[src/ncpu_cfg_pkg.sv]
package ncpu_cfg_pkg;

   // Default core sizing, fed into the cluster top parameters
   localparam int DATA_W      = 32;          // Register and result width
   localparam int RADDR_W     = 4;           // 16 architectural registers
   localparam int QUEUE_DEPTH = 4;           // Issue queue entries, also initial credits

   // Register word as seen by config port and result path
   typedef logic [DATA_W-1:0]  data_t;

   // Register index
   typedef logic [RADDR_W-1:0] reg_addr_t;

endpackage

[src/ncpu_uop_pkg.sv]
package ncpu_uop_pkg;

   typedef logic [2:0]  alu_op_t;            // ALU function select
   typedef logic        src_sel_t;           // Operand B source
   typedef logic [11:0] imm_t;               // Zero-extended at use
   typedef logic [1:0]  cfg_addr_t;          // Config register index

   localparam alu_op_t ALU_ADD = 3'd0;
   localparam alu_op_t ALU_SUB = 3'd1;
   localparam alu_op_t ALU_AND = 3'd2;
   localparam alu_op_t ALU_OR  = 3'd3;
   localparam alu_op_t ALU_XOR = 3'd4;
   localparam alu_op_t ALU_SLL = 3'd5;       // Shift by B[4:0]

   localparam src_sel_t SRC_REG = 1'b0;      // B from rs2
   localparam src_sel_t SRC_IMM = 1'b1;      // B from immediate

   // Config register map
   localparam cfg_addr_t CFG_CTRL        = 2'd0;
   localparam int        CTRL_BYPASS_BIT = 0;     // Write bypass enable
   localparam int        CTRL_HALT_BIT   = 1;     // Stop popping the issue queue

   // Queue entry {op, sel, rd, rs1, rs2, imm}, imm in the low bits
   localparam int UOP_W = $bits(alu_op_t) + $bits(src_sel_t)
                        + 3 * ncpu_cfg_pkg::RADDR_W + $bits(imm_t);

endpackage

[src/alu_exec.sv]
`timescale 1ns/10ps
module alu_exec #(
   parameter int DW = 32
) (
   input  logic                    CLK,
   input  logic                    RST,
   input  logic                    op_valid,
   input  ncpu_uop_pkg::alu_op_t   op_alu,
   input  ncpu_cfg_pkg::reg_addr_t op_rd,
   input  logic [DW-1:0]           op_a,
   input  logic [DW-1:0]           op_b,
   output logic                    wb_we,       // Also res_valid at the top
   output ncpu_cfg_pkg::reg_addr_t wb_waddr,
   output logic [DW-1:0]           wb_wdata
);

   logic [DW-1:0] result;                    // Combinational ALU output

   always_comb begin
      case (op_alu)
         ncpu_uop_pkg::ALU_ADD: result = op_a + op_b;
         ncpu_uop_pkg::ALU_SUB: result = op_a - op_b;
         ncpu_uop_pkg::ALU_AND: result = op_a & op_b;
         ncpu_uop_pkg::ALU_OR:  result = op_a | op_b;
         ncpu_uop_pkg::ALU_XOR: result = op_a ^ op_b;
         ncpu_uop_pkg::ALU_SLL: result = op_a << op_b[4:0];   // Low 5 bits only
         default:               result = '0;                  // Unused encodings
      endcase
   end

   always_ff @(posedge CLK or negedge RST) begin
      if (!RST) begin
         wb_we <= 1'b0;
      end else begin
         wb_we <= op_valid;                  // Single-cycle pulse per op
      end
   end

   always_ff @(posedge CLK) begin
      if (op_valid) begin
         wb_waddr <= op_rd;
         wb_wdata <= result;
      end
   end

endmodule

[src/cfg_regs.sv]
`timescale 1ns/10ps
module cfg_regs (
   input  logic                    CLK,
   input  logic                    RST,
   input  logic                    cfg_we,
   input  ncpu_uop_pkg::cfg_addr_t cfg_addr,
   input  ncpu_cfg_pkg::data_t     cfg_wdata,
   output ncpu_cfg_pkg::data_t     cfg_rdata,    // Combinational readback
   output logic                    bypass_en,
   output logic                    issue_halt
);

   logic bypass_q;                           // CTRL bit 0
   logic halt_q;                             // CTRL bit 1
   logic ctrl_wr;

   assign ctrl_wr = cfg_we && (cfg_addr == ncpu_uop_pkg::CFG_CTRL);

   always_ff @(posedge CLK or negedge RST) begin
      if (!RST) begin
         bypass_q <= 1'b1;                   // Bypass on out of reset
         halt_q   <= 1'b0;
      end else if (ctrl_wr) begin
         bypass_q <= cfg_wdata[ncpu_uop_pkg::CTRL_BYPASS_BIT];
         halt_q   <= cfg_wdata[ncpu_uop_pkg::CTRL_HALT_BIT];
      end
   end

   // Unmapped addresses and unused CTRL bits read zero
   always_comb begin
      cfg_rdata = '0;
      if (cfg_addr == ncpu_uop_pkg::CFG_CTRL) begin
         cfg_rdata[ncpu_uop_pkg::CTRL_BYPASS_BIT] = bypass_q;
         cfg_rdata[ncpu_uop_pkg::CTRL_HALT_BIT]   = halt_q;
      end
   end

   assign bypass_en  = bypass_q;
   assign issue_halt = halt_q;

endmodule

[src/int_exec_cluster.sv]
`timescale 1ns/10ps
module int_exec_cluster #(
   parameter int DW     = ncpu_cfg_pkg::DATA_W,
   parameter int AW     = ncpu_cfg_pkg::RADDR_W,
   parameter int QDEPTH = ncpu_cfg_pkg::QUEUE_DEPTH,
   parameter logic [DW*(1<<AW)-1:0] RF_RST_VECTOR = {(1 << AW){DW'(32'hA5C3_0F1E)}}
) (
   input  logic                    CLK,
   input  logic                    RST,
   input  logic                    uop_valid,    // Issue port, credit gated
   input  ncpu_uop_pkg::alu_op_t   uop_op,
   input  ncpu_uop_pkg::src_sel_t  uop_sel,
   input  logic [AW-1:0]           uop_rd,
   input  logic [AW-1:0]           uop_rs1,
   input  logic [AW-1:0]           uop_rs2,
   input  ncpu_uop_pkg::imm_t      uop_imm,
   output logic                    uop_credit,   // One per dequeued op
   output logic                    res_valid,
   output logic [AW-1:0]           res_rd,
   output logic [DW-1:0]           res_data,
   input  logic                    ld_we,        // Load return, RF port 1
   input  logic [AW-1:0]           ld_waddr,
   input  logic [DW-1:0]           ld_wdata,
   input  logic                    cfg_we,
   input  ncpu_uop_pkg::cfg_addr_t cfg_addr,
   input  ncpu_cfg_pkg::data_t     cfg_wdata,
   output ncpu_cfg_pkg::data_t     cfg_rdata
);

   logic [ncpu_uop_pkg::UOP_W-1:0] push_uop;
   logic [ncpu_uop_pkg::UOP_W-1:0] q_uop;
   logic                           q_valid;
   logic                           q_pop;
   logic                           bypass_en;
   logic                           issue_halt;
   logic [1:0]                     rf_re;
   logic [2*AW-1:0]                rf_raddr;
   logic [2*DW-1:0]                rf_rdata;
   logic [1:0]                     rf_we;        // Port 1 load, port 0 ALU
   logic [2*AW-1:0]                rf_waddr;
   logic [2*DW-1:0]                rf_wdata;
   logic                           op_valid;
   ncpu_uop_pkg::alu_op_t          op_alu;
   logic [AW-1:0]                  op_rd;
   logic [DW-1:0]                  op_a;
   logic [DW-1:0]                  op_b;
   logic                           wb_we;
   logic [AW-1:0]                  wb_waddr;
   logic [DW-1:0]                  wb_wdata;

   assign push_uop = {uop_op, uop_sel, uop_rd, uop_rs1, uop_rs2, uop_imm};

   // Load port sits above writeback so it wins same-rd clashes
   assign rf_we    = {ld_we, wb_we};
   assign rf_waddr = {ld_waddr, wb_waddr};
   assign rf_wdata = {ld_wdata, wb_wdata};

   assign res_valid = wb_we;                 // Writeback doubles as result port
   assign res_rd    = wb_waddr;
   assign res_data  = wb_wdata;

   issue_fifo #(.QDEPTH(QDEPTH), .W(ncpu_uop_pkg::UOP_W)) u_issue_fifo (
      .CLK(CLK), .RST(RST),
      .push(uop_valid), .push_data(push_uop),
      .pop(q_pop), .q_valid(q_valid), .q_data(q_uop),
      .credit(uop_credit)
   );

   cfg_regs u_cfg_regs (
      .CLK(CLK), .RST(RST),
      .cfg_we(cfg_we), .cfg_addr(cfg_addr), .cfg_wdata(cfg_wdata), .cfg_rdata(cfg_rdata),
      .bypass_en(bypass_en), .issue_halt(issue_halt)
   );

   opr_fetch #(.DW(DW), .AW(AW)) u_opr_fetch (
      .CLK(CLK), .RST(RST),
      .q_valid(q_valid), .q_data(q_uop), .q_pop(q_pop),
      .bypass_en(bypass_en), .issue_halt(issue_halt),
      .re(rf_re), .raddr(rf_raddr), .rdata(rf_rdata),
      .we(rf_we), .waddr(rf_waddr), .wdata(rf_wdata),
      .op_valid(op_valid), .op_alu(op_alu), .op_rd(op_rd), .op_a(op_a), .op_b(op_b)
   );

   alu_exec #(.DW(DW)) u_alu_exec (
      .CLK(CLK), .RST(RST),
      .op_valid(op_valid), .op_alu(op_alu), .op_rd(op_rd), .op_a(op_a), .op_b(op_b),
      .wb_we(wb_we), .wb_waddr(wb_waddr), .wb_wdata(wb_wdata)
   );

   mrf_nwnr_r #(
      .DW(DW), .AW(AW), .NUM_READ(2), .NUM_WRITE(2), .RST_VECTOR(RF_RST_VECTOR)
   ) u_mrf (
      .CLK(CLK), .RST(RST),
      .RE(rf_re), .RADDR(rf_raddr), .RDATA(rf_rdata),
      .WE(rf_we), .WADDR(rf_waddr), .WDATA(rf_wdata)
   );

endmodule

[src/issue_fifo.sv]
`timescale 1ns/10ps
module issue_fifo #(
   parameter int QDEPTH = 4,
   parameter int W      = 28
) (
   input  logic         CLK,
   input  logic         RST,
   input  logic         push,                // Issuer write, must hold a credit
   input  logic [W-1:0] push_data,
   input  logic         pop,
   output logic         q_valid,             // Head entry present
   output logic [W-1:0] q_data,              // Head entry
   output logic         credit               // One pulse per entry that leaves
);

   localparam int PW = (QDEPTH > 1) ? $clog2(QDEPTH) : 1;
   localparam int CW = $clog2(QDEPTH + 1);

   logic [W-1:0]  mem [QDEPTH];              // Entry storage
   logic [PW-1:0] wr_ptr;
   logic [PW-1:0] rd_ptr;
   logic [CW-1:0] count;                     // Occupancy
   logic          full;
   logic          do_push;
   logic          do_pop;

   // Wrap at QDEPTH, depth need not be a power of two
   function automatic logic [PW-1:0] ptr_next(input logic [PW-1:0] p);
      if (p == PW'(QDEPTH - 1)) begin
         return '0;
      end
      return p + 1'b1;
   endfunction

   assign full    = (count == CW'(QDEPTH));
   assign q_valid = (count != '0);
   assign q_data  = mem[rd_ptr];
   assign do_push = push & ~full;            // Write without credit is dropped when full
   assign do_pop  = pop & q_valid;
   assign credit  = do_pop;                  // Same cycle as the pop

   always_ff @(posedge CLK or negedge RST) begin
      if (!RST) begin
         wr_ptr <= '0;
         rd_ptr <= '0;
         count  <= '0;
      end else begin
         if (do_push) wr_ptr <= ptr_next(wr_ptr);
         if (do_pop)  rd_ptr <= ptr_next(rd_ptr);
         case ({do_push, do_pop})
            2'b10:   count <= count + 1'b1;
            2'b01:   count <= count - 1'b1;
            default: count <= count;          // Idle or push and pop together
         endcase
      end
   end

   always_ff @(posedge CLK) begin
      if (do_push) begin
         mem[wr_ptr] <= push_data;           // Poppable from next cycle
      end
   end

endmodule

[src/mrf_nwnr_r.sv]
`timescale 1ns/10ps
module mrf_nwnr_r #(
   parameter int DW        = 32,
   parameter int AW        = 4,
   parameter int NUM_READ  = 2,
   parameter int NUM_WRITE = 2,
   parameter logic [DW*(1<<AW)-1:0] RST_VECTOR = '0    // Register j at [j*DW +: DW]
) (
   input  logic                    CLK,
   input  logic                    RST,
   input  logic [NUM_READ-1:0]     RE,
   input  logic [NUM_READ*AW-1:0]  RADDR,
   output logic [NUM_READ*DW-1:0]  RDATA,
   input  logic [NUM_WRITE-1:0]    WE,
   input  logic [NUM_WRITE*AW-1:0] WADDR,
   input  logic [NUM_WRITE*DW-1:0] WDATA
);

   localparam int NREGS = 1 << AW;

   logic [DW-1:0] regs [NREGS];              // Architectural state
   logic [DW-1:0] rd_q [NUM_READ];           // Registered read data

   always_ff @(posedge CLK or negedge RST) begin
      if (!RST) begin
         for (int j = 0; j < NREGS; j++) begin
            regs[j] <= RST_VECTOR[j*DW +: DW];   // Load reset vector
         end
      end else begin
         // Later ports overwrite earlier ones, so highest port wins a clash
         for (int j = 0; j < NUM_WRITE; j++) begin
            if (WE[j]) begin
               regs[WADDR[j*AW +: AW]] <= WDATA[j*DW +: DW];
            end
         end
      end
   end

   genvar i;
   generate
      for (i = 0; i < NUM_READ; i++) begin : g_rd
         always_ff @(posedge CLK) begin
            if (RE[i]) begin
               rd_q[i] <= regs[RADDR[i*AW +: AW]];   // Sees state before this edge's writes
            end
         end

         assign RDATA[i*DW +: DW] = rd_q[i];          // Valid the cycle after RE
      end
   endgenerate

endmodule

[src/opr_fetch.sv]
`timescale 1ns/10ps
module opr_fetch #(
   parameter int DW = 32,
   parameter int AW = 4
) (
   input  logic                          CLK,
   input  logic                          RST,
   input  logic                          q_valid,
   input  logic [ncpu_uop_pkg::UOP_W-1:0] q_data,
   output logic                          q_pop,
   input  logic                          bypass_en,
   input  logic                          issue_halt,
   output logic [1:0]                    re,        // Port 0 rs1, port 1 rs2
   output logic [2*AW-1:0]               raddr,
   input  logic [2*DW-1:0]               rdata,
   input  logic [1:0]                    we,        // RF write ports, snooped for bypass
   input  logic [2*AW-1:0]               waddr,
   input  logic [2*DW-1:0]               wdata,
   output logic                          op_valid,
   output ncpu_uop_pkg::alu_op_t         op_alu,
   output logic [AW-1:0]                 op_rd,
   output logic [DW-1:0]                 op_a,
   output logic [DW-1:0]                 op_b
);

   localparam int NP      = 2;               // Read and write port count
   localparam int IW      = $bits(ncpu_uop_pkg::imm_t);
   localparam int RS1_LSB = IW + AW;
   localparam int RD_LSB  = IW + 2 * AW;
   localparam int SEL_LSB = IW + 3 * AW;
   localparam int OP_LSB  = SEL_LSB + 1;

   logic [AW-1:0]          rs1;
   logic [AW-1:0]          rs2;
   logic                   hit_a, hit_b;     // Same-cycle write to a source
   logic [DW-1:0]          fwd_a, fwd_b;
   logic                   byp_a_q, byp_b_q; // Use forwarded data next cycle
   logic [DW-1:0]          fwd_a_q, fwd_b_q;
   ncpu_uop_pkg::src_sel_t sel_q;
   ncpu_uop_pkg::imm_t     imm_q;
   logic [DW-1:0]          b_reg;

   assign rs1   = q_data[RS1_LSB +: AW];
   assign rs2   = q_data[IW +: AW];
   assign q_pop = q_valid & ~issue_halt;     // Halt backs up the queue
   assign re    = {NP{q_pop}};
   assign raddr = {rs2, rs1};

   // Ascending scan so the highest hitting port wins, as in the RF
   always_comb begin
      hit_a = 1'b0;
      hit_b = 1'b0;
      fwd_a = '0;
      fwd_b = '0;
      for (int j = 0; j < NP; j++) begin
         if (we[j] && (waddr[j*AW +: AW] == rs1)) begin
            hit_a = 1'b1;
            fwd_a = wdata[j*DW +: DW];
         end
         if (we[j] && (waddr[j*AW +: AW] == rs2)) begin
            hit_b = 1'b1;
            fwd_b = wdata[j*DW +: DW];
         end
      end
   end

   always_ff @(posedge CLK or negedge RST) begin
      if (!RST) begin
         op_valid <= 1'b0;
         byp_a_q  <= 1'b0;
         byp_b_q  <= 1'b0;
      end else begin
         op_valid <= q_pop;                  // One cycle behind the read
         byp_a_q  <= q_pop & bypass_en & hit_a;
         byp_b_q  <= q_pop & bypass_en & hit_b;
      end
   end

   always_ff @(posedge CLK) begin
      if (q_pop) begin
         op_alu  <= q_data[OP_LSB +: $bits(ncpu_uop_pkg::alu_op_t)];
         sel_q   <= q_data[SEL_LSB];
         op_rd   <= q_data[RD_LSB +: AW];
         imm_q   <= q_data[IW-1:0];
         fwd_a_q <= fwd_a;
         fwd_b_q <= fwd_b;
      end
   end

   assign op_a  = byp_a_q ? fwd_a_q : rdata[0 +: DW];
   assign b_reg = byp_b_q ? fwd_b_q : rdata[DW +: DW];
   assign op_b  = (sel_q == ncpu_uop_pkg::SRC_REG) ? b_reg : DW'(imm_q);  // Imm zero-extended

endmodule

[config.mk]
export PLATFORM = sky130hd
export DESIGN_NAME = int_exec_cluster
export DESIGN_NICKNAME = d
export VERILOG_FILES = /design/src/ncpu_cfg_pkg.sv /design/src/ncpu_uop_pkg.sv /design/src/alu_exec.sv /design/src/cfg_regs.sv /design/src/int_exec_cluster.sv /design/src/issue_fifo.sv /design/src/mrf_nwnr_r.sv /design/src/opr_fetch.sv
export SDC_FILE = /design/constraint.sdc
export NUM_CORES = 2
export LEC_CHECK = 0
export BUFFER_PORTS_ARGS = -buffer_cell sky130_fd_sc_hd__buf_2
export CORE_MARGIN = 1.5
export CORE_UTILIZATION = 38
export DETAILED_ROUTE_END_ITERATION = 7
export PLACE_DENSITY = 0.53
export SYNTH_ARGS = -nofsm -noshare
export SYNTH_HDL_FRONTEND = slang
export SYNTH_SLANG_ARGS = --single-unit
export TNS_END_PERCENT = 100
[constraint.sdc]
create_clock -name CLK -period 11.9 [get_ports CLK]
set_clock_uncertainty 0.1 [all_clocks]
set_input_delay 1.785 -clock CLK [delete_from_list [all_inputs] [get_ports CLK]]
set_output_delay 1.785 -clock CLK [all_outputs]
set_load 0.02 [all_outputs]
Word level (Yosys, flattened, before mapping)
Memories as Yosys holds them, arrays and structs flattened.
Index checks and enable logic that the tools add are counted.
{ "totals": {"output_inout_bits": 70, "word_cells": 128, "n_memories": 2, "register_bits": 645, "ram_bits": 176, "in_bits": 103} }
{ "mem_list": {"columns": ["name", "depth", "word_bits", "read_ports", "rd_ports_with_merged_regs", "write_ports", "line", "text"], "rows": [
  ["u_issue_fifo.mem", 4, 28, 1, 0, 1, "issue_fifo.sv:19", "logic [W-1:0] mem [QDEPTH];"],
  ["u_mrf.rd_q", 2, 32, 2, 0, 2, "mrf_nwnr_r.sv:22", "logic [DW-1:0] rd_q [NUM_READ];"]
]} }
{ "op_classes": {"n_shift": 1, "n_bitwise": 15, "n_addsub": 6, "mux": 40, "eq_ne": 14, "magnitude_cmp": 6, "n_reduce_logical": 11} }
{ "ops": {"columns": ["op", "count"], "rows": [
  ["$bwmux W512", 2],
  ["$mux W512", 2],
  ["$mux W32", 13],
  ["$bmux W32 S4", 2],
  ["$demux W32 S4", 2],
  ["$pmux W32 S6", 1],
  ["$add A32 B32 Y32", 1],
  ["$and A32 B32 Y32", 1],
  ["$or A32 B32 Y32", 1],
  ["$shl A32 B5 Y32", 1],
  ["$sub A32 B32 Y32", 1],
  ["$xor A32 B32 Y32", 1],
  ["$ge A5 B5 Y1 const B", 4],
  ["$not A4 Y5", 4],
  ["$eq A4 B4 Y1", 4],
  ["$mux W1", 12],
  ["$lt A5 B1 Y1 const B", 2],
  ["$mux W2", 5],
  ["$eq A3 B3 Y1 const B", 3],
  ["$logic_and A1 B1 Y1", 7],
  ["$and A1 B1 Y1", 6],
  ["$eq A2 B2 Y1 const B", 3],
  ["$eq A3 B2 Y1 const B", 2],
  ["$pmux W3 S2", 1],
  ["10 further kinds", 12]
]} }

Logic depth before layout (Yosys ltp)
{ "depth": {"word_depth": 9, "mapped_depth": 23, "mapped_depth_nobuf": 18} }

By module
A second synthesis with hierarchy kept.
{ "unflattened": {"cells_unflattened": 5369, "hier_area_um2": 53080.9} }
{ "modules_own_cells": {"columns": ["module", "n_inst", "seq_area_each_um2", "cells_per_inst", "area_per_inst_um2"], "rows": [
  ["mrf_nwnr_r", 1, 15054.4, 3749, 35923.2],
  ["alu_exec", 1, 1106.1, 925, 7169.4],
  ["opr_fetch", 1, 2597.5, 469, 5153.7],
  ["issue_fifo", 1, 3538.4, 188, 4504.3],
  ["cfg_regs", 1, 51.3, 38, 330.3]
]} }

Worst setup path before layout
Ideal clock, no wire load.
{ "synth_timing": {"kind": "register to register", "from": "register u_issue_fifo.count[0]", "to": "register u_issue_fifo.count[2]", "arrival_ns": 8.771, "required_time_ns": 11.721, "slack_ns": 2.950, "n_path_buf": 0, "setup_ns": 0.079, "stages_incl_launch_ff": 9, "period_less_slack_ns": 8.950, "cell_sequence": "dfrtp_1 nor3_1 nor2_1 ha_1 inv_1 fa_1 xor2_1 nor2_1 xor2_1"} }
{ "synth_between": {"elab_chain_cells": 5, "word_cells_on_any_way": 12, "classes_between": "add/sub (2); eq/ne (3); mux (1); bitwise (4); reduce/logical (2)"} }
{ "synth_rtl": {"columns": ["item", "line", "text"], "rows": [
  ["from (decl)", "issue_fifo.sv:22", "logic [CW-1:0] count;"],
  ["from (signal assigned)", "issue_fifo.sv:51", "2'b10: count <= count + 1'b1;"],
  ["from (signal assigned)", "issue_fifo.sv:52", "2'b01: count <= count - 1'b1;"],
  ["from (signal assigned)", "issue_fifo.sv:53", "default: count <= count;"],
  ["$reduce_bool A3 Y1 *", "issue_fifo.sv:36", "assign q_valid = (count != '0);"],
  ["$and A1 B1 Y1", "opr_fetch.sv:45", "assign q_pop = q_valid & ~issue_halt;"],
  ["$and A1 B1 Y1 *", "issue_fifo.sv:39", "assign do_pop = pop & q_valid;"],
  ["net uop_credit", "int_exec_cluster.sv:17", "output logic uop_credit,"],
  ["$eq A2 B1 Y1 or $eq A2 B2 Y1 (tied branches)", "issue_fifo.sv:50", "case ({do_push, do_pop})"],
  ["$pmux W3 S2 or $reduce_bool A2 Y1 (tied branches)", null, null]
]} }
Mark *: on every way through the listed nets, which the timed path passes. The rest lies on a longest branch.
A chain may end at the register's enable or synchronous reset.

Worst setup path in the final report
{ "layout_timing": {"from": "register u_opr_fetch.byp_b_q", "to": "register u_alu_exec.wb_wdata[31] (data pin)"} }
{ "layout_between": {"elab_chain_cells": 4, "word_cells_on_any_way": 9, "classes_between": "add/sub (2); shift (1); mux (3); bitwise (3)"} }
{ "layout_rtl": {"columns": ["item", "line", "text"], "rows": [
  ["from (decl)", "opr_fetch.sv:37", "logic byp_a_q, byp_b_q;"],
  ["from (signal assigned)", "opr_fetch.sv:75", "byp_b_q <= q_pop & bypass_en & hit_b;"],
  ["$mux W32 *", "opr_fetch.sv:91", "assign b_reg = byp_b_q ? fwd_b_q : rdata[DW +: DW];"],
  ["$mux W32 *", "opr_fetch.sv:92", "assign op_b = (sel_q == ncpu_uop_pkg::SRC_REG) ? b_reg : DW'(imm_q);"],
  ["$sub A32 B32 Y32 (tied with other cells)", "alu_exec.sv:22", "ncpu_uop_pkg::ALU_SUB: result = op_a - op_b;"],
  ["$pmux W32 S6 *", "alu_exec.sv:20", "case (op_alu)"],
  ["net u_alu_exec.result[31]", "alu_exec.sv:17", "logic [DW-1:0] result;"],
  ["to (signal assigned)", "alu_exec.sv:42", "wb_wdata <= result;"],
  ["to (decl)", "alu_exec.sv:14", "output logic [DW-1:0] wb_wdata"]
]} }
Marks and branches as above.

==> run_results.csv <==
group,metric,value,unit
floorplanning,start_util,38.2,%
worst_setup_path,cp-start-kind,"flop",
synthesis,synth_edf_count,296,
run_status,outcome,"complete, no violations",
sta,period_share,56.6,%
global_route,antenna_found_initial,14,
pwr,p_int,11.1,mW
route,drc_errors,0,
floorplanning,die_x,367,um
worst_setup_path,crit_chain,"buf_4, mux2i_1, o21a_2, buf_4, ha_1, nand4_1, nor3_1, nand2_1, o21ai_0, xnor2_1, ha_1, and2_1, nor3b_1, o41ai_1, o32a_1, o21ai_0, a211oi_1, or3_1, nand4_1",
sta,worstMarginPinSlew,1.15,ns
place,place.gp.congestion,0.933,
synthesis,synth_warnings,0,
synthesis,ys_async_sr_fraction,63.9,%
pwr,p_leak,21.1,nW
clocking,cts.sinks,821,
cells_and_area,area_growth,9.90,%
cells_and_area,layout_common_cells,"mux2i_1 (719), a21oi_1 (453), nor2_1 (400)",
floorplanning,io_pins,173,
hold_path,holdCritStartpoint,"u_opr_fetch.op_rd[1]",
route,vias,35200,
synthesis,synth_cells,4456,
worst_setup_path,crit_start,"u_opr_fetch.byp_b_q",
pwr,seq_power_share,30.0,%
worst_setup_path,cp_num_buf_inv,2,
pwr,power_frac_clock,15.9,%
hold_path,hp-class,"reg2reg",
synthesis,yosysUniqueCellTypes,79,
clocking,cts.path.max_buffers,3,
place,placed_cell_area,52000,sq um
cells_and_area,fillers,12300,
clocking,clkTransAtPathRegs,0.06,ns
worst_setup_path,reg2reg_to,"u_alu_exec.wb_wdata[31]",
floorplanning,fp.dieH,367,um
route,antenna_left,0,
route,wl_per_cell,27.0,um
worst_setup_path,cp.depth,19,
pwr,p_comb_share,54.2,%
pwr,switchingPower,8.08,mW
cells_and_area,post-route-util,42.0,%
worst_setup_path,cp-endpoint,"u_alu_exec.wb_wdata[31]",
worst_setup_path,crit_path_end_kind,"flop",
clocking,clk_latency,0.76,ns
floorplanning,core-area,131000,sq um
synthesis,avgSynthCellArea,11.3,sq um
global_route,grt_max_degree,141,
global_route,grt_pass1_vias,35000,
synthesis,synth_flop_cell,"edfxtp_1",
worst_setup_path,crit_type,"reg2reg",
cells_and_area,layout-drive-gt1-share,22.1,%
sta,max_freq,148,MHz
sta,hold_viol_final,0,
sta,rsz0062_at_grt,"no",
worst_setup_path,slowest_stage,"dfrtp_2",
place,io_buffer_count,112,
global_route,grt_pass1_wl,243000,um
worst_setup_path,ff2ff_path_depth,19,
clocking,ctsHoldBuffers,0,
worst_setup_path,critPathRequiredTime,12.27,ns
synthesis,synth_area,50200,sq um
clocking,cts_resized,0,
worst_setup_path,critPathMaxStageDelay,0.72,ns
cells_and_area,final_nets,4498,
cells_and_area,stdcell_area,55200,sq um
route,routed_wl,165000,um
worst_setup_path,r2r_setup_slack,5.16,ns
synthesis,ys_seq_elements,821,
worst_setup_path,critPathTopFamily,"compound AO/OA/AOI/OAI gates",
clocking,numCtsBuffers,95,
clocking,cts_tree,"built",
sta,finalSetupViolCount,0,
sta,layout_min_cycle_time,6.74,ns
global_route,track_usage,24.4,%
pwr,irDropWorstVdd,0.000185,V
worst_setup_path,cp_data_arrival_time,7.11,ns
floorplanning,die-area,134000,sq um
sta,relSlewSlack,23.4,%
pwr,power_density,347,nW/um^2
route,via_per_inst,5.75,
clocking,post_cts_buffers,0,
cells_and_area,multi_input_area,25800,sq um
worst_setup_path,worstReg2RegStart,"u_opr_fetch.byp_b_q",
sta,drv_slew,0,
synthesis,yosysSeqAreaShare,44.5,%
sta,tns,0,ns
floorplanning,rows,133,
cells_and_area,final_common_cell,"mux2i_1",
route,drt_iter0_drc,3233,
worst_setup_path,crit_fanout,40,
place,dp_hpwl,95800,um
global_route,grt_remaining_overflow,0,
route,dr.pass1.iters,5,
job,drv_cap,0,
clocking,root_buffer,"clkbuf_16",
pwr,netSwitchingFraction,42.2,%
clocking,htreeDepth,3,
cells_and_area,regArea,22400,sq um
Yosys cell counts, types with 24 or more instances:
library cell / instances / area, sq um
a211oi_1: 75 / 563
a21oi_1: 453 / 2270
a22o_1: 67 / 587
buf_1: 100 / 375
buf_2: 49 / 245
buf_4: 37 / 278
clkbuf_1: 296 / 1110
dfrtp_1: 268 / 6710
dfstp_2: 257 / 6750
edfxtp_1: 296 / 8890
ha_1: 103 / 1290
inv_1: 94 / 353
mux2i_1: 719 / 7200
mux4_2: 292 / 6580
nand2_1: 270 / 1010
nand3_1: 24 / 120
nor2_1: 412 / 1550
nor2b_1: 74 / 463
o21ai_0: 236 / 1180
xnor2_1: 49 / 429
worst min-delay path by stage:
stage | end | slack, ns | depth (start not counted)
global route | u_alu_exec.wb_waddr[1] | 0.33 | 0
floorplan | u_alu_exec.wb_waddr[0] | 0.30 | 0
finish | u_alu_exec.wb_waddr[1] | 0.32 | 0
detailed placement | u_alu_exec.wb_waddr[0] | 0.31 | 0
global placement | u_alu_exec.wb_waddr[1] | 0.31 | 0
CTS | u_alu_exec.wb_waddr[0] | 0.33 | 0
power by group through the flow:
stage	clock network, mW	registers [mW]	logic (mW)
floorplan	0	5.40	7.81
global placement	0	5.72	10.3
detailed placement	0	5.76	10.3
CTS	3.10	5.73	10.4
global route	3.21	5.91	11.2
finish	3.04	5.75	10.4
stage by stage:
step / instances / total power, mW / hold WS [ns] / setup slack [ns]
finish: 6127 / 19.2 / 0.323 / 5.16
detailed placement: 5948 / 16.1 / 0.312 / 5.23
global placement: 5948 / 16.0 / 0.309 / 5.23
global route: 6126 / 20.4 / 0.329 / 4.64
CTS: 6126 / 19.2 / 0.325 / 5.19
floorplan: 4485 / 13.2 / 0.300 / 2.95
state kept, by name, summed over array words and instances (netlist names), 2 cells and up:
register and cells:
u_mrf.regs 512, u_issue_fifo.mem 112, u_mrf.rd_q 64, u_alu_exec.wb_wdata 32
u_opr_fetch.fwd_a_q 32, u_opr_fetch.fwd_b_q 32, u_opr_fetch.imm_q 12, u_alu_exec.wb_waddr 4
u_opr_fetch.op_rd 4, u_issue_fifo.count 3, u_opr_fetch.op_alu 3, u_issue_fifo.rd_ptr 2
u_issue_fifo.wr_ptr 2
layer usage:
layer  vias up  routed length (um)  track usage, %
met1     17800               74600            34.4
li1      16000                   -               -
met3       257                9290            3.92
met4        18                3990            6.08
met2      1083               77300            38.9
met5         -                 110               0
cell type report:
cell class / instances / share of cell area, %
inverter: 99 / 0.673
multi-input combinational: 3080 / 46.8
tap: 1755 / 3.98
clock buffer: 131 / 4.82
antenna: 1 / 0.00453
clock inverter: 47 / 1.03
sequential: 821 / 40.5
timing repair buffer: 193 / 2.20
logic make-up after synthesis:
group / Yosys count / synth area share [%]
AO/OA/AOI/OAI: 973 / 11.4
XOR/XNOR: 71 / 1.25
adder cells (fa/ha/maj): 105 / 2.65
buffers and inverters: 584 / 4.84
flip-flops: 821 / 44.5
multiplexers: 1029 / 27.8
other: 1 / 0.00747
AND/OR/NAND/NOR: 872 / 7.54
No activity file was read; power rests on OpenSTA's default activity.
